**config.mk**
```make
export PLATFORM = sky130hd
export DESIGN_NAME = window_reduce
export DESIGN_NICKNAME = d
export VERILOG_FILES = /design/src/source/win_pkg.sv /design/src/source/window_reduce.sv
export VERILOG_INCLUDE_DIRS = /design/src /design/src/source
export SDC_FILE = /design/constraint.sdc
export NUM_CORES = 2
export LEC_CHECK = 0
export ABC_AREA = 1
export ABC_CLOCK_PERIOD_IN_PS = 2000
export BUFFER_PORTS_ARGS = -buffer_cell sky130_fd_sc_hd__buf_2
export CORE_UTILIZATION = 26
export DETAILED_ROUTE_END_ITERATION = 12
export SYNTH_ARGS = -nofsm -noshare
export SYNTH_HDL_FRONTEND = slang
export SYNTH_SLANG_ARGS = --single-unit
```
**constraint.sdc**
```tcl
create_clock -name clk -period 2 [get_ports clk]
set_input_delay 0.2 -clock clk [delete_from_list [all_inputs] [get_ports clk]]
set_output_delay 0.2 -clock clk [all_outputs]
set_load 0.05 [all_outputs]
```
**src/source/win_config.svh**
```systemverilog
`ifndef WIN_CONFIG_SVH
`define WIN_CONFIG_SVH

////////////////////////////////////////////////////////////////////////////
// window and image geometry
////////////////////////////////////////////////////////////////////////////

// window side, odd.
// 11 is the full size, 3 and 5 also build.
`define WIN_K 11

// image width in pixels.
`define IMG_COLS 32

// image height in lines.
`define IMG_ROWS 16

`endif

```
**src/source/win_pkg.sv**
```systemverilog
`default_nettype none

package win_pkg;

  // greyscale sample.
  typedef logic [7:0] pixel_t;

  // column or row index inside a frame.
  typedef logic [9:0] coord_t;

  // box sum, wide enough for 121 x 255.
  typedef logic [15:0] sum_t;

  // handshake controller states.
  typedef enum logic [2:0] {
    IDLE,
    IN_ACK,
    CALC,
    OUT_REQ,
    OUT_DROP
  } ctrl_state_t;

endpackage

`default_nettype wire

```
**src/source/window_reduce.sv**
```systemverilog
`timescale 1ns/1ps
`default_nettype none

`include "win_config.svh"

module window_reduce (
  input  wire logic                                   clk,
  input  wire logic                                   rst_n,
  input  wire logic                                   calc_en_i,
  input  wire win_pkg::pixel_t [`WIN_K*`WIN_K-1:0]    win_i,
  output win_pkg::sum_t                               sum_o,
  output win_pkg::pixel_t                             max_o
);

  import win_pkg::*;

  localparam int K = `WIN_K;

  sum_t   row_sum [K];
  pixel_t row_max [K];
  sum_t   win_sum;
  pixel_t win_max;

  // first level, one partial per window row.
  always_comb begin
    for (int r = 0; r < K; r++) begin
      row_sum[r] = '0;
      row_max[r] = '0;
      for (int c = 0; c < K; c++) begin
        row_sum[r] = row_sum[r] + sum_t'(win_i[r*K + c]);
        if (win_i[r*K + c] > row_max[r]) begin
          row_max[r] = win_i[r*K + c];
        end
      end
    end
  end

  // second level across the rows.
  always_comb begin
    win_sum = '0;
    win_max = '0;
    for (int r = 0; r < K; r++) begin
      win_sum = win_sum + row_sum[r];
      if (row_max[r] > win_max) begin
        win_max = row_max[r];
      end
    end
  end

  // held until the next window is computed.
  always_ff @(posedge clk or negedge rst_n) begin
    if (!rst_n) begin
      sum_o <= '0;
      max_o <= '0;
    end else if (calc_en_i) begin
      sum_o <= win_sum;
      max_o <= win_max;
    end
  end

endmodule

`default_nettype wire

```
==> reports/results.txt <==
Start point of the worst min-delay path -> calc_en_i
Post-synthesis area per instance -> 7.54 um^2
RSZ-0062 raised after global routing -> true
Synth unique cells -> 47
Crit Reg-Reg Startpoint -> sum_o[6]
Number of synthesized flops with an enable pin -> 0
Final Hold Violating Endpoints -> 0
Initial antenna violation count -> 136
Number of buffers on the longest clock path -> 2
Nets in the synthesized netlist -> 10475
Startpoint-to-endpoint class of the critical path -> in2reg
Post-detailed-route via-to-cell ratio -> 4.53
CTS tree -> built
Origin of the worst setup path -> win_i[94]
Yosys synthesis warning count -> 0
Final estimated routing congestion in global placement -> 1.00
Average wire per cell in the routed design -> 19.8 um
Cell chosen for the clock root -> clkbuf_16
Wirelength, routed -> 272 mm
Worst path max stage delay -> 370 ps
Number of nets in the finished design -> 13744
Total global-route track usage -> 23.9%
Headroom to the max-slew limit -> 28.6%
Status -> finished with violations
Number of instances in the synthesized netlist -> 7511
Total standard cell area after synthesis -> 56600 um^2
Number of buffers inserted during clock tree synthesis -> 3
Instance area at placement -> 82400 um^2
Die extent in x -> 469 um
Sequential cell area in the final layout -> 601 um^2
Final critical-path share of the clock period -> 1190%
Area growth, synth to finish -> 53.0%
Clock Sink Count -> 24
Layout Skew -> 0 ps
Clock insertion delay at the later pin of the skew report -> 270 ps
Clock-pin slew on the worst setup and hold paths -> 70 ps
Floorplan die area -> 220000 um^2
Total setup violations reported at the end of the flow -> 24
Arrival time of the worst setup path -> 23980 ps
End of the worst register-to-register path -> sum_o[6]
Die span in y -> 469 um
Critical Path Fanout Max -> 8
Maximum number of pins on one net before global-route repair -> 34
Total DRC errors in the routed layout -> 0
Worst setup slack for register-to-register paths -> 1300 ps
Required time of the worst setup path -> 2170 ps
Post-detail-place hpwl -> 252 mm
Slowest-stage cell, CP -> ha_1
Path category of the worst min-delay check -> in2reg
TritonRoute pass-1 iters -> 6
Critical path's most frequent cell -> nand2_1
Share of the yosys chip area belonging to registers -> 1.06%
Initial DRC count -> 3954
CTS H-Tree Depth -> 1
Number of inserted filler cells in the final layout -> 22188
Violations in the final reports -> setup timing
Fin util -> 40.2%
Residual overflow from global routing -> 0
Placement row count -> 170
Core Box Area -> 215000 um^2
Number of global-route vias before repair -> 61412
Share of cells above drive strength 1 -> 37.7%
Global-route wire length before repair -> 386 mm
Count of pins over their slew limit -> 0
Fmax -> 42.0 MHz
Non-filler instance count after layout -> 13711
# Max-Cap Violations -> 0
Combined area of the multi-input logic cells -> 52400 um^2
Post-route setup slack -> -21810 ps
Minimum period implied by the final worst setup slack -> 23810 ps
Async SR Flop Fraction -> 100%
Worst hold stages -> 3
Prevailing post-synth register cell -> dfrtp_1
Worst reg2reg path depth -> 1
Vias -> 62148
Number of placed instances with taps included -> 13493
Top Ports -> 995
Number of flip-flops and latches in the synthesized netlist -> 24
Hold slack -> 376 ps
Residual antenna-violating net count after detailed routing -> 0
Critical Path Start Type -> input pin
WHS Endpoint -> sum_o[0]
Design Area, Final -> 86700 um^2
Starting density of the core -> 26.3%
Port buffer count -> 994
Worst Tran Pin Value -> 1060 ps
Crit end category -> flip-flop
## critical path, delay by kind of cell
kind	cells	cell delay (ps)
AOI/OAI and AO/OA	58	7410
and+or+nand+nor	70	6890
adders and majority gates	20	5700
buffers and inverters	28	3700
## cell usage in the layout, fill, tap and decap left out, types with 21 or more instances in the layout
cell / count
dfrtp_1: 24
buf_2: 951
nand2_1: 1460
o211ai_1: 86
fa_2: 86
nand2_2: 106
o21ai_4: 35
nand3_1: 173
ha_1: 979
ha_4: 65
inv_1: 1546
o21ai_1: 175
diode_2: 94
nor2_1: 113
nand4_1: 21
fa_1: 857
buf_4: 2307
inv_2: 79
o21ai_0: 810
nor2_2: 34
a21oi_1: 390
o21bai_1: 26
a21oi_2: 30
o21ai_2: 107
nand2_4: 47
buf_6: 91
## sequential cells by signal (all words and copies together), names as in the netlist
name,cells
sum_o,16
max_o,8
## Yosys cell counts (9+ instances only)
cell type,instances,share of area (%)
o21ai_0,1030,9.1
o21ai_1,90,0.80
o221ai_1,13,0.20
a211oi_1,16,0.21
nand2_2,59,0.65
nand2_1,1539,10
inv_2,16,0.11
nand4_1,21,0.23
inv_1,1621,11
buf_6,9,0.18
a21oi_1,421,3.7
nand3_1,188,1.7
a221oi_1,12,0.19
fa_1,943,33
nand3b_1,16,0.21
clkbuf_1,112,0.74
ha_1,1050,23
o211ai_1,86,1.1
dfrtp_1,24,1.1
o21bai_1,26,0.34
nor2_1,146,0.97
## stage by stage
step | worst slack [ps] | TNS, ps
CTS | -21430 | -254040
detailed placement | -22240 | -269150
global route | -23260 | -272650
finish | -21810 | -256990
floorplan | -20040 | -234400
global placement | -21730 | -265090
## layout make-up
class	count	area share, %
inverters	1641	7.16
clock buffers	3	0.0866
repair buffers	3375	27.2
repair inverters	3	0.0274
well taps	2838	4.10
flip-flops and latches	24	0.693
clock inverters	1	0.0346
diodes	94	0.271
multi-input cells	5732	60.4
## logic make-up after synthesis
| family | Yosys count | share of synthesized area [%] |
|---|---|---|
| AOI/OAI and AO/OA | 1711 | 15.9 |
| xor gates and xnor gates | 7 | 0.108 |
| adders and majority gates | 1993 | 56.5 |
| buffers and inverters | 1774 | 12.0 |
| DFF | 24 | 1.06 |
| and+or+nand+nor | 2002 | 14.4 |
## worst max path at each step
stage	slack (ps)	to
after detailed placement	-22240	max_o[7]
after floorplan	-20040	max_o[6]
after global routing	-23260	max_o[7]
after CTS	-21430	max_o[7]
after global placement	-21730	max_o[0]
final	-21810	max_o[1]
## routing by layer
| metal | GRT usage [%] | vias to the layer above | part of all wire [%] |
|---|---|---|---|
| met5 | 0 | - | 0.15 |
| met4 | 9.23 | 64 | 4.4 |
| met3 | 3.93 | 426 | 6.7 |
| met2 | 40.6 | 1882 | 47 |
| met1 | 30.1 | 28966 | 42 |
| li1 | - | 30810 | - |
## repair_timing
| action | 4_1_cts | 5_1_grt |
|---|---|---|
| setup buffers | 7 | 89 |
| resized for setup | 252 | 585 |
| gates cloned | 2 | 25 |
| hold endpoints to repair | 24 | 0 |
| endpoints found under the setup margin | 24 | 24 |
| hold buffers | 1 | 0 |
| pin swaps | 83 | 254 |
Power is left out: the tool's default activity adds up to more than one toggle a clock period on the data nets, which glitch-free logic cannot reach.
