===== config.mk =====
export PLATFORM = sky130hd
export DESIGN_NAME = line_buffer
export DESIGN_NICKNAME = d
export VERILOG_FILES = /design/src/source/win_pkg.sv /design/src/source/line_buffer.sv
export VERILOG_INCLUDE_DIRS = /design/src /design/src/source
export SDC_FILE = /design/constraint.sdc
export NUM_CORES = 2
export LEC_CHECK = 0
export BUFFER_PORTS_ARGS = -buffer_cell sky130_fd_sc_hd__buf_2
export CAP_MARGIN = 5
export CORE_ASPECT_RATIO = 0.5
export CORE_MARGIN = 2
export CORE_UTILIZATION = 47
export DETAILED_ROUTE_END_ITERATION = 10
export GPL_TIMING_DRIVEN = 0
export PLACE_DENSITY = 0.65
export SYNTH_ARGS = -nofsm -noshare
export SYNTH_HDL_FRONTEND = slang
export SYNTH_SLANG_ARGS = --single-unit

===== constraint.sdc =====
create_clock -name clk -period 1.9 [get_ports clk]
set_clock_uncertainty 0.2 [all_clocks]
set_input_delay 0.38 -clock clk [delete_from_list [all_inputs] [get_ports clk]]
set_output_delay 0.38 -clock clk [all_outputs]
set_load 0.005 [all_outputs]

===== src/source/win_config.svh =====
`ifndef WIN_CONFIG_SVH
`define WIN_CONFIG_SVH

////////////////////////////////////////////////////////////////////////////
// window and image geometry
////////////////////////////////////////////////////////////////////////////

// window side, odd.
// 11 is the full size, 3 and 5 also build.
`define WIN_K 11

// image width in pixels.
`define IMG_COLS 32

// image height in lines.
`define IMG_ROWS 16

`endif


===== src/source/win_pkg.sv =====
`default_nettype none

package win_pkg;

  // greyscale sample.
  typedef logic [7:0] pixel_t;

  // column or row index inside a frame.
  typedef logic [9:0] coord_t;

  // box sum, wide enough for 121 x 255.
  typedef logic [15:0] sum_t;

  // handshake controller states.
  typedef enum logic [2:0] {
    IDLE,
    IN_ACK,
    CALC,
    OUT_REQ,
    OUT_DROP
  } ctrl_state_t;

endpackage

`default_nettype wire


===== src/source/line_buffer.sv =====
`timescale 1ns/1ps
`default_nettype none

`include "win_config.svh"

module line_buffer (
  input  wire logic                               clk,
  input  wire logic                               rst_n,
  input  wire logic                               shift_en_i,
  input  wire win_pkg::pixel_t                    px_i,
  output win_pkg::pixel_t [`WIN_K-1:0]            col_o
);

  import win_pkg::*;

  localparam int K    = `WIN_K;
  localparam int COLS = `IMG_COLS;

  // one delay line per stored image row.
  // row_mem[r][COLS-1] is the oldest pixel of row r.
  pixel_t row_mem [K-1][COLS];

  ////////////////////////////////////////////////////////////////////////////
  // row delay chain
  ////////////////////////////////////////////////////////////////////////////

  always_ff @(posedge clk or negedge rst_n) begin
    if (!rst_n) begin
      for (int r = 0; r < K-1; r++) begin
        for (int c = 0; c < COLS; c++) begin
          row_mem[r][c] <= '0;
        end
      end
    end else if (shift_en_i) begin
      // newest pixel enters the first line.
      row_mem[0][0] <= px_i;

      // the pixel falling out of one line feeds the next.
      for (int r = 1; r < K-1; r++) begin
        row_mem[r][0] <= row_mem[r-1][COLS-1];
      end

      for (int r = 0; r < K-1; r++) begin
        for (int c = 1; c < COLS; c++) begin
          row_mem[r][c] <= row_mem[r][c-1];
        end
      end
    end
  end

  ////////////////////////////////////////////////////////////////////////////
  // aligned column
  ////////////////////////////////////////////////////////////////////////////

  // each tap is exactly COLS pushes older than the one before.
  always_comb begin
    col_o[0] = px_i;
    for (int r = 1; r < K; r++) begin
      col_o[r] = row_mem[r-1][COLS-1];
    end
  end

endmodule

`default_nettype wire


==> summary.log <==
qor: synth.synth_cell_type_count 5
qor: route.via_count 43510
qor: route.wire_length_per_cell 16.09 um
qor: sta.worst_slew_pin_slew 0.9049 ns
qor: floorplanning.dieWidth 645.3 um
qor: route.drt-total-wl 141000 um
qor: synth.netlist_area_before_placement 96650 sq um
qor: place.placement.io_buffers 97
qor: cells_and_area.drive_gt1_share 56.67%
qor: power.share_of_power_burned_in_registers 52.1%
qor: sta.setup-violations-final 77
qor: floorplanning.num_rows 117
qor: synth.synth_warnings 0
qor: critical_path.critPathTopFamily flip-flops
qor: cells_and_area.antenna_cells 0
qor: clock_network.cts.reportedPaths.clkPinSlew 0.06 ns
qor: power.power.net_switching 23.53 mW
qor: clock_network.cts_buffer_count 225
qor: clock_network.tritoncts_num_sinks 2560
qor: job.max_cap_violations 0
qor: synth.synth-seq-area-share 66.28%
qor: clock_network.ctsLongestPathBuffers 4
qor: route.drt_drc 0
qor: hold_path.worstHoldPathType in2async
qor: sta.rsz0062_at_grt yes
qor: critical_path.critPathLaunchType flip-flop
qor: sta.layout_worst_path_cycle_share 106.5%
qor: power.power 110.7 mW
qor: synth.synth_largest_type_area_fraction 66.28%
qor: grt.globalRouteTotalUtil 13.86%
qor: critical_path.crit_path_max_fanout 2
qor: critical_path.end_kind output port
qor: route.drt_iter0_drc 1815
qor: sta.max_freq 0.4942 GHz
qor: floorplanning.die_height 324.7 um
qor: power.worst_ir_drop_vdd 752.0 uV
qor: sta.max-slew-margin-rel 39.67%
qor: route.post_drt_via_cell_ratio 4.966
qor: clock_network.clkLatencyLatePin 0.83 ns
qor: clock_network.holdBufCountCts 13
qor: critical_path.timing.critical_path.arrival 1.44 ns
qor: power.pwr_density_cell 1013 nW/um^2
qor: power.total_leakage_power 56.30 nW
qor: sta.timing.final.max_slew_violations 0
qor: place.place_worst_setup_slack -3.020 ns
qor: grt.global_route.overflow_total 0
qor: route.final_antenna_net_count 0
qor: synth.biggest_area_contributors_in_the_synthesized_netlist dfrtp_1, mux2_2, buf_6
qor: outcome.violations_in_the_final_reports hold timing, setup timing
qor: sta.holdWs -0.7194 ns
qor: cells_and_area.area_grow_syn2layout 13.13%
qor: place.finalWeightedCongestion 0.7046
qor: synth.syn-mean-instance-area 17.59 sq um
qor: critical_path.timing.critical_path.slowest_cell_delay 0.47 ns
qor: clock_network.cts_max_level 4
qor: floorplanning.initial_core_util 47.39%
qor: power.power_switching_share 21.25%
qor: place.hpwl 86590 um
qor: critical_path.worstSetupPathType reg2out
qor: power.pwr-share-comb 5.4%
qor: sta.finalHoldViolations 632
qor: grt.first_global_vias 48460
qor: sta.setup_ws -0.1236 ns
qor: route.dr.pass1.iters 4
qor: critical_path.cp_slowest_cell dfrtp_2
qor: grt.antenna_violations_before_repair 1
qor: synth.synth.net_count 5504
qor: synth.post_synth_inst_count 5493
qor: critical_path.critical_path.cell_chain buf_6
qor: clock_network.clock-root-buffer clkbuf_16
qor: floorplanning.io_pins 99
qor: floorplanning.coreArea 203900 sq um
qor: synth.netlist.top_cell.by_area dfrtp_1
qor: sta.fin_crit 2.024 ns
qor: synth.count_of_state_elements_after_synthesis 2560
qor: cells_and_area.layout.nets 5858
qor: outcome.outcome complete, but fails checks
qor: critical_path.required 1.32 ns
qor: power.internal_power_of_the_cells 87.18 mW
qor: grt.grt_pass1_wl 248600 um
qor: grt.maximum_number_of_pins_on_one_net_before_global_route_repair 164
qor: floorplanning.design.die.area 209500 sq um
qor: sta.final.setup.tns -3.469 ns
qor: clock_network.cts_tree yes
qor: critical_path.timing.critical_path.buf_inv 1
qor: power.power_frac_clock 42.5%
[synthesized netlist by cell type]
master and n:
dfrtp_1 2560, buf_4 88, buf_2 18, buf_6 267, mux2_2 2560
[per-layer routing]
| metal | vias to the layer above | GRT usage [%] | share of wire [%] |
|---|---|---|---|
| met4 | 0 | 3.230 | 2.0 |
| met1 | 22940 | 19.48 | 47 |
| li1 | 20030 | - | - |
| met3 | 234 | 2.534 | 3.1 |
| met5 | - | 0 | 0 |
| met2 | 310 | 22.51 | 48 |
[path summary, 6_finish.rpt]
kind,endpoint,slack (ns),cells after the start,start
setup / recovery,col_o[86],-0.12,1,col_o[86]$_DFFE_PN0P_
hold / removal,row_mem[1444]$_DFFE_PN0P_,-0.72,1,rst_n
setup reg to reg,row_mem[251]$_DFFE_PN0P_,0.65,3,col_o[75]$_DFFE_PN0P_
hold reg to reg,row_mem[1943]$_DFFE_PN0P_,0.28,1,row_mem[1951]$_DFFE_PN0P_
max in group asynchronous,row_mem[1745]$_DFFE_PN0P_,0.31,4,rst_n
min in group clk,row_mem[2559]$_DFFE_PN0P_,0.12,3,px_i[7]
[placed cells by master, fill, tap and decap left out, drive strengths merged]
master	n
clkinv	48
bufinv	26
clkbuf	324
dlygate4sd3	10
clkinvlp	6
dlymetal6s4s	2
inv	3
mux2	2560
bufbuf	11
buf	474
dfrtp	2560
[per-stage QoR]
stage	hold WS [ns]	instances	utilization [%]	area, sq um
finish	-0.7194	8761	53.62	109300
global route	-0.7352	8761	53.62	109300
CTS	-0.7725	8775	53.62	109300
detailed placement	0.2855	8343	49.53	101000
global placement	0.2826	8327	49.31	100600
floorplan	-0.1156	5493	-	96650
[registers in the layout (all words and copies together) (netlist names)]
| signal | flops |
|---|---|
| row_mem | 2480 |
| col_o | 80 |
[power groups by stage]
stage | clock network (mW) | logic, mW | registers, mW
CTS | 48.7 | 6.17 | 57.7
finish | 47.0 | 5.98 | 57.7
floorplan | 0 | 4.10 | 58.3
detailed placement | 0 | 5.94 | 58.7
global placement | 0 | 5.01 | 58.8
global route | 51.2 | 6.64 | 57.9
[final cells by class]
| class | count | area [sq um] |
|---|---|---|
| buffer | 293 | 3157 |
| sequential | 2560 | 64070 |
| clock inverter | 83 | 1111 |
| fill | 15950 | 94590 |
| tap | 2737 | 3425 |
| clock buffer | 321 | 6533 |
| timing repair buffer | 207 | 2213 |
| multi-input combinational | 2560 | 28830 |
[kinds of logic after synthesis]
group	after synthesis	synth area share [%]
mux	2560	29.83
flops	2560	66.28
buf+inv	373	3.888
[repair_timing]
| item | 4_1_cts | 5_1_grt |
|---|---|---|
| setup buffers | 32 | 34 |
| pin swaps | 0 | 0 |
| endpoints found under the hold margin | 471 | 449 |
| gates cloned | 12 | 3 |
| gates resized for setup | 32 | 15 |
| endpoints found under the setup margin | 1790 | 337 |
Power figures use the tool's default switching activity.
