--- src/source/win_config.svh ---
`ifndef WIN_CONFIG_SVH
`define WIN_CONFIG_SVH

////////////////////////////////////////////////////////////////////////////
// window and image geometry
////////////////////////////////////////////////////////////////////////////

// window side, odd.
// 11 is the full size, 3 and 5 also build.
`define WIN_K 11

// image width in pixels.
`define IMG_COLS 32

// image height in lines.
`define IMG_ROWS 16

`endif

--- src/source/win_pkg.sv ---
`default_nettype none

package win_pkg;

  // greyscale sample.
  typedef logic [7:0] pixel_t;

  // column or row index inside a frame.
  typedef logic [9:0] coord_t;

  // box sum, wide enough for 121 x 255.
  typedef logic [15:0] sum_t;

  // handshake controller states.
  typedef enum logic [2:0] {
    IDLE,
    IN_ACK,
    CALC,
    OUT_REQ,
    OUT_DROP
  } ctrl_state_t;

endpackage

`default_nettype wire

--- src/source/stream_ctrl.sv ---
`timescale 1ns/1ps
`default_nettype none

module stream_ctrl (
  input  wire logic clk,
  input  wire logic rst_n,
  input  wire logic px_req_i,
  output logic      px_ack_o,
  output logic      res_req_o,
  input  wire logic res_ack_i,
  input  wire logic win_inside_i,
  output logic      shift_en_o,
  output logic      calc_en_o
);

  import win_pkg::*;

  ctrl_state_t state_q;
  ctrl_state_t state_d;

  ////////////////////////////////////////////////////////////////////////////
  // next state
  ////////////////////////////////////////////////////////////////////////////

  always_comb begin
    state_d = state_q;
    case (state_q)
      IDLE: begin
        // only reached with both handshakes back at rest.
        if (px_req_i) begin
          state_d = IN_ACK;
        end
      end
      IN_ACK: begin
        // win_inside is already updated by the shift into this state.
        if (!px_req_i) begin
          state_d = win_inside_i ? CALC : IDLE;
        end
      end
      CALC: begin
        state_d = OUT_REQ;
      end
      OUT_REQ: begin
        if (res_ack_i) begin
          state_d = OUT_DROP;
        end
      end
      OUT_DROP: begin
        if (!res_ack_i) begin
          state_d = IDLE;
        end
      end
      default: begin
        state_d = IDLE;
      end
    endcase
  end

  ////////////////////////////////////////////////////////////////////////////
  // state and handshake outputs
  ////////////////////////////////////////////////////////////////////////////

  always_ff @(posedge clk or negedge rst_n) begin
    if (!rst_n) begin
      state_q   <= IDLE;
      px_ack_o  <= 1'b0;
      res_req_o <= 1'b0;
    end else begin
      state_q   <= state_d;
      px_ack_o  <= (state_d == IN_ACK);
      res_req_o <= (state_d == OUT_REQ);
    end
  end

  // pixel is taken on the edge that raises px_ack.
  assign shift_en_o = (state_q == IDLE) && px_req_i;

  // results are registered on the edge that raises res_req.
  assign calc_en_o  = (state_q == CALC);

endmodule

`default_nettype wire

--- config.mk ---
export PLATFORM = sky130hd
export DESIGN_NAME = stream_ctrl
export DESIGN_NICKNAME = d
export VERILOG_FILES = /design/src/source/win_config.svh /design/src/source/win_pkg.sv /design/src/source/stream_ctrl.sv
export SDC_FILE = /design/constraint.sdc
export NUM_CORES = 1
export LEC_CHECK = 0
export BUFFER_PORTS_ARGS = -buffer_cell sky130_fd_sc_hd__buf_2
export CORE_AREA = 2 2 39 41
export CTS_BUF_LIST = sky130_fd_sc_hd__clkbuf_8
export CTS_CLUSTER_SIZE = 8
export DETAILED_ROUTE_END_ITERATION = 8
export DIE_AREA = 0 0 41 43
export PLACE_DENSITY_LB_ADDON = 0.05
export SLEW_MARGIN = 40
export SYNTH_ARGS = -nofsm -noshare
export SYNTH_HDL_FRONTEND = slang
export SYNTH_SLANG_ARGS = --single-unit
--- constraint.sdc ---
create_clock -name clk -period 1.3 [get_ports clk]
set_input_delay 0.065 -clock clk [delete_from_list [all_inputs] [get_ports clk]]
set_output_delay 0.065 -clock clk [all_outputs]
set_load 0.03 [all_outputs]
==> metrics.md <==
| Metric | Value |
|---|---|
| Syn Nets | `23` |
| DRC Markers | `0` |
| Cell taking the most area after synthesis | `dfrtp_1` |
| Post-synth EDFFs | `0` |
| Async SR Flop Fraction | `between 90% and 100%` |
| Max cap viols | `0` |
| Met1 usage | `7.419%` |
| DRT Wirelength | `485 um` |
| CTS Buf Count | `3` |
| DR iter-0 viols | `1` |
| Critical path, cell by cell | `nand2b_1, nor3_2, buf_4` |
| WL per Instance | `10.32 um` |
| Peak Freq | `837.3 MHz` |
| RSZ-0062 raised after global routing | `no` |
| Fin. Hold Viols | `0` |
| Syn_area_per_cell | `11.68 um2` |
| Kind of cell adding the most delay to the critical path | `flip-flops` |
| Slowest-stage cell, CP | `dfrtp_1` |
| Nets@finish | `37` |
| Met3 usage | `3.141%` |
| CTS tree | `yes` |
| Antenna diodes | `0` |
| Top-area cell type share of the netlist area | `roughly 60%` |
| Initial antenna violation count | `0` |
| CP endpoint kind | `primary output` |
| Met2 Usage GRT | `8.750%` |
| Stages on worst setup path | `3` |
| Sequential-to-total area share from yosys stat | `about 60%` |
| Count leader, synth | `dfrtp_1` |
| Final GP Congestion | `approximately 0.63` |
| Area contributors post-synth | `dfrtp_1 60%, a21oi_1 7.1%, nand2b_1 6.0%` |
| Overflow after GRT | `0` |
| Port bufs | `8` |
| Largest net degree at the start of global routing | `8` |
| Tcrit/Tclk final | `91.88%` |
| First-pass GRT wire length | `752 um` |
| Synth cell count leaders | `5 x dfrtp_1, 3 x a21oi_1, 2 x nand2b_1, 2 x nor2_1` |
| Period minus WS final | `1194 ps` |
| Worst path bufs/invs | `1` |
| CP Launch Type | `flop` |
| Slew Limit Fails | `0` |
| Core footprint | `1384 um2` |
| Post-route ant nets | `0` |
| Worst min path class | `primary input to flop` |
| Relative slew slack | `84.66%` |
| Clk_skew | `between 1.5 and 2 ps` |
| Combinational share of power | `between 30% and 40%` |
| Max Root-Sink Buffers | `2` |
| Die ar. | `around 1800 um2` |
| R2R cell count | `2` |
| WHS | `roughly 53 ps` |
| DRT Pass-1 Iters | `2` |
| Crit-path max FO | `6` |
| Sw Ratio | `36.46%` |
| Status | `finished, final reports clean` |
| Synth Flop Type | `dfrtp_1` |
| Tightest Pin Transition | `230.2 ps` |
| Initial core utilization | `~15%` |
| Ys Warns | `0` |
| Reg clk slew, reported paths | `40 ps` |
| I/O pin cnt | `9` |
| Clock network power share | `between 30% and 40%` |
| Post-CTS Setup Inserts | `0` |
| WS Path Type | `flop to primary output` |
| CP peak stage delay | `just over 400 ps` |
| Int Pwr | `approximately 0.00052 W` |
| Maximum VDD drop | `between 0.7 and 0.8 mV` |
| Placement Rows | `14` |
| Setup_tns | `0 ps` |
| Sequential power share | `between 30% and 40%` |
| Later-pin clock latency in the skew report | `between 200 and 250 ps` |
| Synth Instances | `18` |
| CTS sink count | `5` |
| H-Tree Depth | `1` |
| Vias | `between 150 and 200` |
| Synthesized area | `210.2 um2` |
| Die Wd | `41 um` |
| Via density per instance | `4.000` |
| Layout cells sized above 1 | `a little over two fifths` |
| LEAKAGE | `~0.16 nW` |
| Die Y | `~43 um` |
| WHS Path Cells | `2` |
| Area growth syn-to-layout | `58.33%` |
| Total power per unit cell area | `about 2500 nW/um2` |
| # setup viols final | `0` |
| NetSw | `between 0.0002 and 0.0003 W` |
| WP data required | `1240 ps` |
| Gr busiest metal | `met4` |
| Synth cell types | `10` |
| Flops & latches, synth | `5` |
| Vias in the first global route | `172` |
| CTS root buffer | `clkbuf_8` |
| CP Data Arrival Time | `1130 ps` |
| Gr usage total | `7.538%` |
==> per-layer routing <==
| layer | routed length, um | vias up |
|---|---|---|
| met5 | 0 | - |
| met4 | 19 | 0 |
| met3 | 33 | 2 |
| met2 | 225 | 8 |
| met1 | 207 | 88 |
| li1 | - | 90 |
==> per-stage QoR <==
step	instance area, um2	util (%)	power (W)	setup slack [ps]	cells
floorplan	210.2	-	0.0004467	15.60	18
finish	332.8	24.05	0.0008205	105.6	47
detailed placement	270.3	19.53	0.0005308	285.2	42
CTS	325.3	23.51	0.0008216	44.32	47
global placement	270.3	19.53	0.0005360	276.9	42
global route	332.8	24.05	0.0008804	12.59	47
==> cell usage in the layout, fill, tap and decap left out <==
| cell type | count |
|---|---|
| a21bo_2 | 1 |
| buf_4 | 1 |
| nor2_1 | 2 |
| dlygate4sd3_1 | 1 |
| nand3b_1 | 1 |
| a21boi_1 | 1 |
| nor3_2 | 1 |
| dfrtp_1 | 5 |
| nand4bb_1 | 1 |
| buf_2 | 7 |
| inv_1 | 1 |
| or3b_1 | 1 |
| a21oi_1 | 3 |
| clkbuf_8 | 3 |
| nand2b_1 | 2 |
==> final cells by class <==
type	count	area [um2]
clock buffer	3	41.29
clock inverter	1	3.754
fill	151	1051
multi-input combinational	13	90.09
sequential	5	125.1
tap	16	20.02
timing repair buffer	9	52.55
==> registers in the layout, summed over array words and instances (netlist names) <==
signal / flops
px_ack_o: 1
state_q: 3
res_req_o: 1
==> worst paths after layout <==
check,start,to,slack [ps]
max in group asynchronous,rst_n,state_q[2]$_DFF_PN0_,970
worst max-delay path,state_q[1]$_DFF_PN0_,shift_en_o,110
worst min-delay path,res_ack_i,res_req_o$_DFF_PN0_,50
worst max register to register,state_q[0]$_DFF_PN0_,state_q[2]$_DFF_PN0_,280
min in group asynchronous,rst_n,px_ack_o$_DFF_PN0_,190
worst min register to register,state_q[2]$_DFF_PN0_,state_q[0]$_DFF_PN0_,550
==> power by group through the flow <==
stage | sequential [W] | clock (W) | combinational [W]
2_1_floorplan | 0.000314 | 0 | 0.000133
4_1_cts | 0.000276 | 0.000290 | 0.000256
5_1_grt | 0.000291 | 0.000303 | 0.000287
3_3_place_gp | 0.000282 | 0 | 0.000254
6_report | 0.000279 | 0.000280 | 0.000262
3_5_place_dp | 0.000279 | 0 | 0.000252
==> worst reg2reg max path, delay by kind of cell (launching register included) <==
kind / cells / cell delay, ps
flip-flops: 1 / 450
AO/OA/AOI/OAI: 1 / 120
AND/OR/NAND/NOR: 1 / 370
==> what timing repair did <==
item,in CTS,in global routing
resized for setup,0,2
hold buffers,1,0
setup endpoints to repair,0,1
endpoints found under the hold margin,5,0
==> cell families after synthesis <==
group           share of synthesized area [%]
flops                                   59.52
compound gates                          15.48
simple gates                            25.00
(Power assumes the default switching activity.)
