`config.mk`:
```
export PLATFORM = sky130hd
export DESIGN_NAME = window_datapath
export DESIGN_NICKNAME = d
export VERILOG_FILES = /design/src/source/win_pkg.sv /design/src/source/window_datapath.sv
export VERILOG_INCLUDE_DIRS = /design/src /design/src/source
export SDC_FILE = /design/constraint.sdc
export NUM_CORES = 1
export LEC_CHECK = 0
export BUFFER_PORTS_ARGS = -buffer_cell sky130_fd_sc_hd__buf_4
export CAP_MARGIN = 20
export CORE_AREA = 2 2 411 413
export CTS_BUF_LIST = sky130_fd_sc_hd__clkbuf_8
export CTS_CLUSTER_DIAMETER = 120
export CTS_CLUSTER_SIZE = 16
export DETAILED_ROUTE_END_ITERATION = 10
export DIE_AREA = 0 0 413 415
export GPL_ROUTABILITY_DRIVEN = 0
export SLEW_MARGIN = 5
export SYNTH_ARGS = -nofsm -noshare
export SYNTH_HDL_FRONTEND = slang
export SYNTH_SLANG_ARGS = --single-unit
```
`constraint.sdc`:
```
create_clock -name clk -period 2.3 [get_ports clk]
set_clock_uncertainty 0.05 [all_clocks]
set_input_delay 0.115 -clock clk [delete_from_list [all_inputs] [get_ports clk]]
set_output_delay 0.115 -clock clk [all_outputs]
set_load 0.1 [all_outputs]
```
`src/source/win_config.svh`:
```
`ifndef WIN_CONFIG_SVH
`define WIN_CONFIG_SVH

////////////////////////////////////////////////////////////////////////////
// window and image geometry
////////////////////////////////////////////////////////////////////////////

// window side, odd.
// 11 is the full size, 3 and 5 also build.
`define WIN_K 11

// image width in pixels.
`define IMG_COLS 32

// image height in lines.
`define IMG_ROWS 16

`endif

```
`src/source/win_pkg.sv`:
```
`default_nettype none

package win_pkg;

  // greyscale sample.
  typedef logic [7:0] pixel_t;

  // column or row index inside a frame.
  typedef logic [9:0] coord_t;

  // box sum, wide enough for 121 x 255.
  typedef logic [15:0] sum_t;

  // handshake controller states.
  typedef enum logic [2:0] {
    IDLE,
    IN_ACK,
    CALC,
    OUT_REQ,
    OUT_DROP
  } ctrl_state_t;

endpackage

`default_nettype wire

```
`src/source/window_datapath.sv`:
```
`timescale 1ns/1ps
`default_nettype none

`include "win_config.svh"

module window_datapath (
  input  wire logic                                   clk,
  input  wire logic                                   rst_n,
  input  wire logic                                   shift_en_i,
  input  wire win_pkg::pixel_t [`WIN_K-1:0]           col_i,
  output win_pkg::pixel_t [`WIN_K*`WIN_K-1:0]         win_o,
  output logic                                        win_inside_o
);

  import win_pkg::*;

  localparam int     K        = `WIN_K;
  localparam coord_t LAST_COL = coord_t'(`IMG_COLS - 1);
  localparam coord_t LAST_ROW = coord_t'(`IMG_ROWS - 1);
  localparam coord_t EDGE     = coord_t'(K - 1);

  // taps[r][0] is the newest column, r follows col_i.
  pixel_t taps [K][K];

  // position of the next pixel to be accepted.
  coord_t col_cnt;
  coord_t row_cnt;

  ////////////////////////////////////////////////////////////////////////////
  // column shift window
  ////////////////////////////////////////////////////////////////////////////

  always_ff @(posedge clk or negedge rst_n) begin
    if (!rst_n) begin
      for (int r = 0; r < K; r++) begin
        for (int c = 0; c < K; c++) begin
          taps[r][c] <= '0;
        end
      end
    end else if (shift_en_i) begin
      for (int r = 0; r < K; r++) begin
        taps[r][0] <= col_i[r];
        for (int c = 1; c < K; c++) begin
          taps[r][c] <= taps[r][c-1];
        end
      end
    end
  end

  ////////////////////////////////////////////////////////////////////////////
  // position counters
  ////////////////////////////////////////////////////////////////////////////

  always_ff @(posedge clk or negedge rst_n) begin
    if (!rst_n) begin
      col_cnt      <= '0;
      row_cnt      <= '0;
      win_inside_o <= 1'b0;
    end else if (shift_en_i) begin
      // judged on the pixel being shifted in now.
      win_inside_o <= (col_cnt >= EDGE) && (row_cnt >= EDGE);

      if (col_cnt == LAST_COL) begin
        col_cnt <= '0;
        // frames follow back to back.
        if (row_cnt == LAST_ROW) begin
          row_cnt <= '0;
        end else begin
          row_cnt <= row_cnt + coord_t'(1);
        end
      end else begin
        col_cnt <= col_cnt + coord_t'(1);
      end
    end
  end

  ////////////////////////////////////////////////////////////////////////////
  // window output
  ////////////////////////////////////////////////////////////////////////////

  // top image row first, oldest column first within a row.
  always_comb begin
    for (int r = 0; r < K; r++) begin
      for (int c = 0; c < K; c++) begin
        win_o[r*K + c] = taps[K-1-r][K-1-c];
      end
    end
  end

endmodule

`default_nettype wire

```
==> flow_metrics.py <==
metrics = {
    "timing": {
        "finalWorstSetupSlack_ps": 256,
        "worstMarginPinSlew_ps": 983,
        "setup_repair_after_global_routing_missed_its_margin": "false",
        "final_setup_violation_count": 0,
        "setup-tns-final_ps": 0,
        "timing.fmax_mhz": 489,
        "maxSlewHeadroom_pct": 34.2,
        "timing.final.max_slew_violations": 0,
        "post-route-period-util_pct": 88.9,
        "hold_viol": 0,
        "finalCriticalPeriod_ps": 2040,
    },
    "floorplan": {
        "ios": 1060,
        "fp.dieW_um": 413,
        "die_area_sq_um": 171000,
        "die_height_um": 415,
        "effective_utilization_at_floorplan_pct": 22.0,
        "core_sq_um": 167000,
        "floorplan.rows": 150,
    },
    "critical_path": {
        "critical_path.startpoint_type": "register",
        "worst-setup-path-type": "reg2reg",
        "reg2reg_slack_ps": 260,
        "cp.arrival_ps": 2640,
        "crit_fanout": 4,
        "setup.worst_path.end_class": "register",
        "timing.critical_path.required_ps": 2900,
    },
    "clock_network": {
        "numCtsBuffers": 72,
        "tritoncts": "done",
        "cts_post_setup_buffers_inserted": 0,
        "cts_root_buf": "sky130_fd_sc_hd__clkbuf_8",
        "clk_latency_ps": 760,
        "h_tree_lvl_count": 3,
        "cts.sink_count": 989,
        "clock_pin_slew_on_the_worst_setup_and_hold_paths_ps": 100,
        "cts_buffer_depth": 3,
    },
    "drt": {
        "drc_errors": 0,
        "drt_pre_antenna_iters": 4,
        "first_iter_violations": 1012,
        "antenna_violating_nets_post_route": 0,
        "wl_per_instance_um": 20.1,
        "postRouteWirelength_mm": 113,
        "route.vias.total": 22830,
        "drt-vias-per-instance": 4.06,
    },
    "min_path": {
        "min_path_type": "in2async",
    },
    "final_layout": {
        "stdcell_count": 5622,
        "layout.nets": 3501,
        "commonest_cells_after_routing_fill_and_taps_aside": "1,101 x sky130_fd_sc_hd__buf_4, 987 x sky130_fd_sc_hd__dfrtp_1, 970 x sky130_fd_sc_hd__mux2_2, 171 x sky130_fd_sc_hd__dlygate4sd3_1, 73 x sky130_fd_sc_hd__clkbuf_8",
        "layout_area_overhead_pct": 37.7,
        "layout_commonest_cell": "sky130_fd_sc_hd__buf_4",
        "drive_above_1_share_pct": 64.1,
        "layout.filler_cells": 16792,
    },
    "logic_synthesis": {
        "synth_edf_count": 0,
        "yosys_most_used_dff": "sky130_fd_sc_hd__dfrtp_1",
        "yosys_warnings": 0,
        "mappedNetlistArea_sq_um": 36700,
        "post_synth_inst_count": 2142,
        "synth_async_sr_flop_share_pct": 100,
        "synthDistinctLibCells": 30,
        "synthesis.nets": 2237,
        "synth-seq-cells": 989,
        "synth_sequential_area_ratio_pct": 67.4,
        "syn-mean-instance-area_sq_um": 17.1,
    },
    "run_status": {
        "run_status": "completed",
    },
    "placed_design": {
        "dp_cells": 5365,
        "port_buffers": 1059,
        "dp.final_hpwl_mm": 85.2,
        "pre_cts_slack_ps": 274,
    },
    "global_route": {
        "largest_net_degree_at_the_start_of_global_routing": 108,
        "antenna_found_initial": 5,
        "wire_length_of_the_first_global_routing_pass_mm": 163,
        "first_global_vias": 23725,
        "grt_overflow": 0,
        "groute.usage.overall_pct": 12.6,
    },
    "run": {
        "drv.max_cap_violation_count": 0,
    },
}
final timing paths:
check / from / endpoint / cells after the start
setup / recovery: row_cnt[5] / row_cnt[6] / 4
hold / removal: rst_n / win_o[132] / 3
setup reg to reg: row_cnt[5] / row_cnt[6] / 4
hold reg to reg: col_cnt[9] / col_cnt[9] / 1
max in group asynchronous: rst_n / win_o[584] / 3
min in group clk: col_i[37] / win_o[613] / 3
through the flow:
step	util [%]	area, sq um	hold WS [ps]
final	30.4	50600	146
after global routing	30.3	50600	9.60
after CTS	30.3	50600	3.32
after detailed placement	28.7	47800	65.3
after global placement	28.7	47800	71.8
after floorplan	-	36700	-231
critical path, stage by stage, from the launching register on:
cell	delay, ps
sky130_fd_sc_hd__dfrtp_1	430
sky130_fd_sc_hd__or4_1	530
sky130_fd_sc_hd__or4_1	480
sky130_fd_sc_hd__nor2b_1	180
sky130_fd_sc_hd__mux2_4	270
cell usage after synthesis, types with 2 or more instances:
cell type	number	share of area [%]
sky130_fd_sc_hd__nand2_1	6	0.061
sky130_fd_sc_hd__o21ai_1	2	0.027
sky130_fd_sc_hd__or4_1	3	0.061
sky130_fd_sc_hd__clkbuf_1	20	0.20
sky130_fd_sc_hd__mux2i_1	2	0.055
sky130_fd_sc_hd__buf_2	87	1.2
sky130_fd_sc_hd__ha_1	4	0.14
sky130_fd_sc_hd__xnor2_1	11	0.26
sky130_fd_sc_hd__nand4_1	10	0.17
sky130_fd_sc_hd__xor2_1	2	0.048
sky130_fd_sc_hd__nor3_1	2	0.027
sky130_fd_sc_hd__inv_1	4	0.041
sky130_fd_sc_hd__nor4_4	2	0.12
sky130_fd_sc_hd__mux2_2	970	30
sky130_fd_sc_hd__a21oi_1	2	0.027
sky130_fd_sc_hd__dfrtp_1	989	67
sky130_fd_sc_hd__and3_1	6	0.10
sky130_fd_sc_hd__nand3_1	4	0.055
sky130_fd_sc_hd__nor2_1	3	0.031
sky130_fd_sc_hd__buf_1	3	0.031
area by class of cell:
type | count | area (sq um) | area share [%]
Inverter | 4 | 15.0 | 0.0297
Multi-Input combinational cell | 1038 | 11400 | 22.6
Antenna cell | 8 | 20.0 | 0.0396
Clock inverter | 5 | 50.0 | 0.0989
Tap cell | 2204 | 2760 | 5.45
Clock buffer | 73 | 1000 | 1.99
Sequential cell | 989 | 24800 | 48.9
Timing Repair Buffer | 1301 | 10500 | 20.9
registers in the layout (all words and copies together), names as in the netlist:
signal	cells
col_cnt	10
row_cnt	10
win_inside_o	1
win_o	968
timing repair:
item | 4_1_cts | 5_1_grt
gates resized for setup | 2 | 0
hold endpoints to repair | 1332 | 0
hold buffers | 171 | 0
endpoints found under the setup margin | 2 | 0
logic make-up (layout without fill, tap and decap cells):
family	after synthesis	after routing	share of synthesized area, %
DFF	989	989	67.4
muxes	973	973	29.8
buffers and inverters	115	1383	1.48
and+or+nand+nor	40	40	0.719
xor gates and xnor gates	13	13	0.310
AOI/OAI and AO/OA	8	8	0.140
adders and majority gates	4	4	0.136
other	0	8	0
metal layers:
layer  global-route usage [%]  up-vias  share of wire [%]
li1                         -    10075                  -
met1                     14.5    11936                 39
met2                     22.2      659                 51
met3                     3.71      160                6.6
met4                     4.49        0                3.4
met5                        0        -                  0
Power is left out: the tool's default activity adds up to more than one toggle a clock period on the data nets, which glitch-free logic cannot reach.
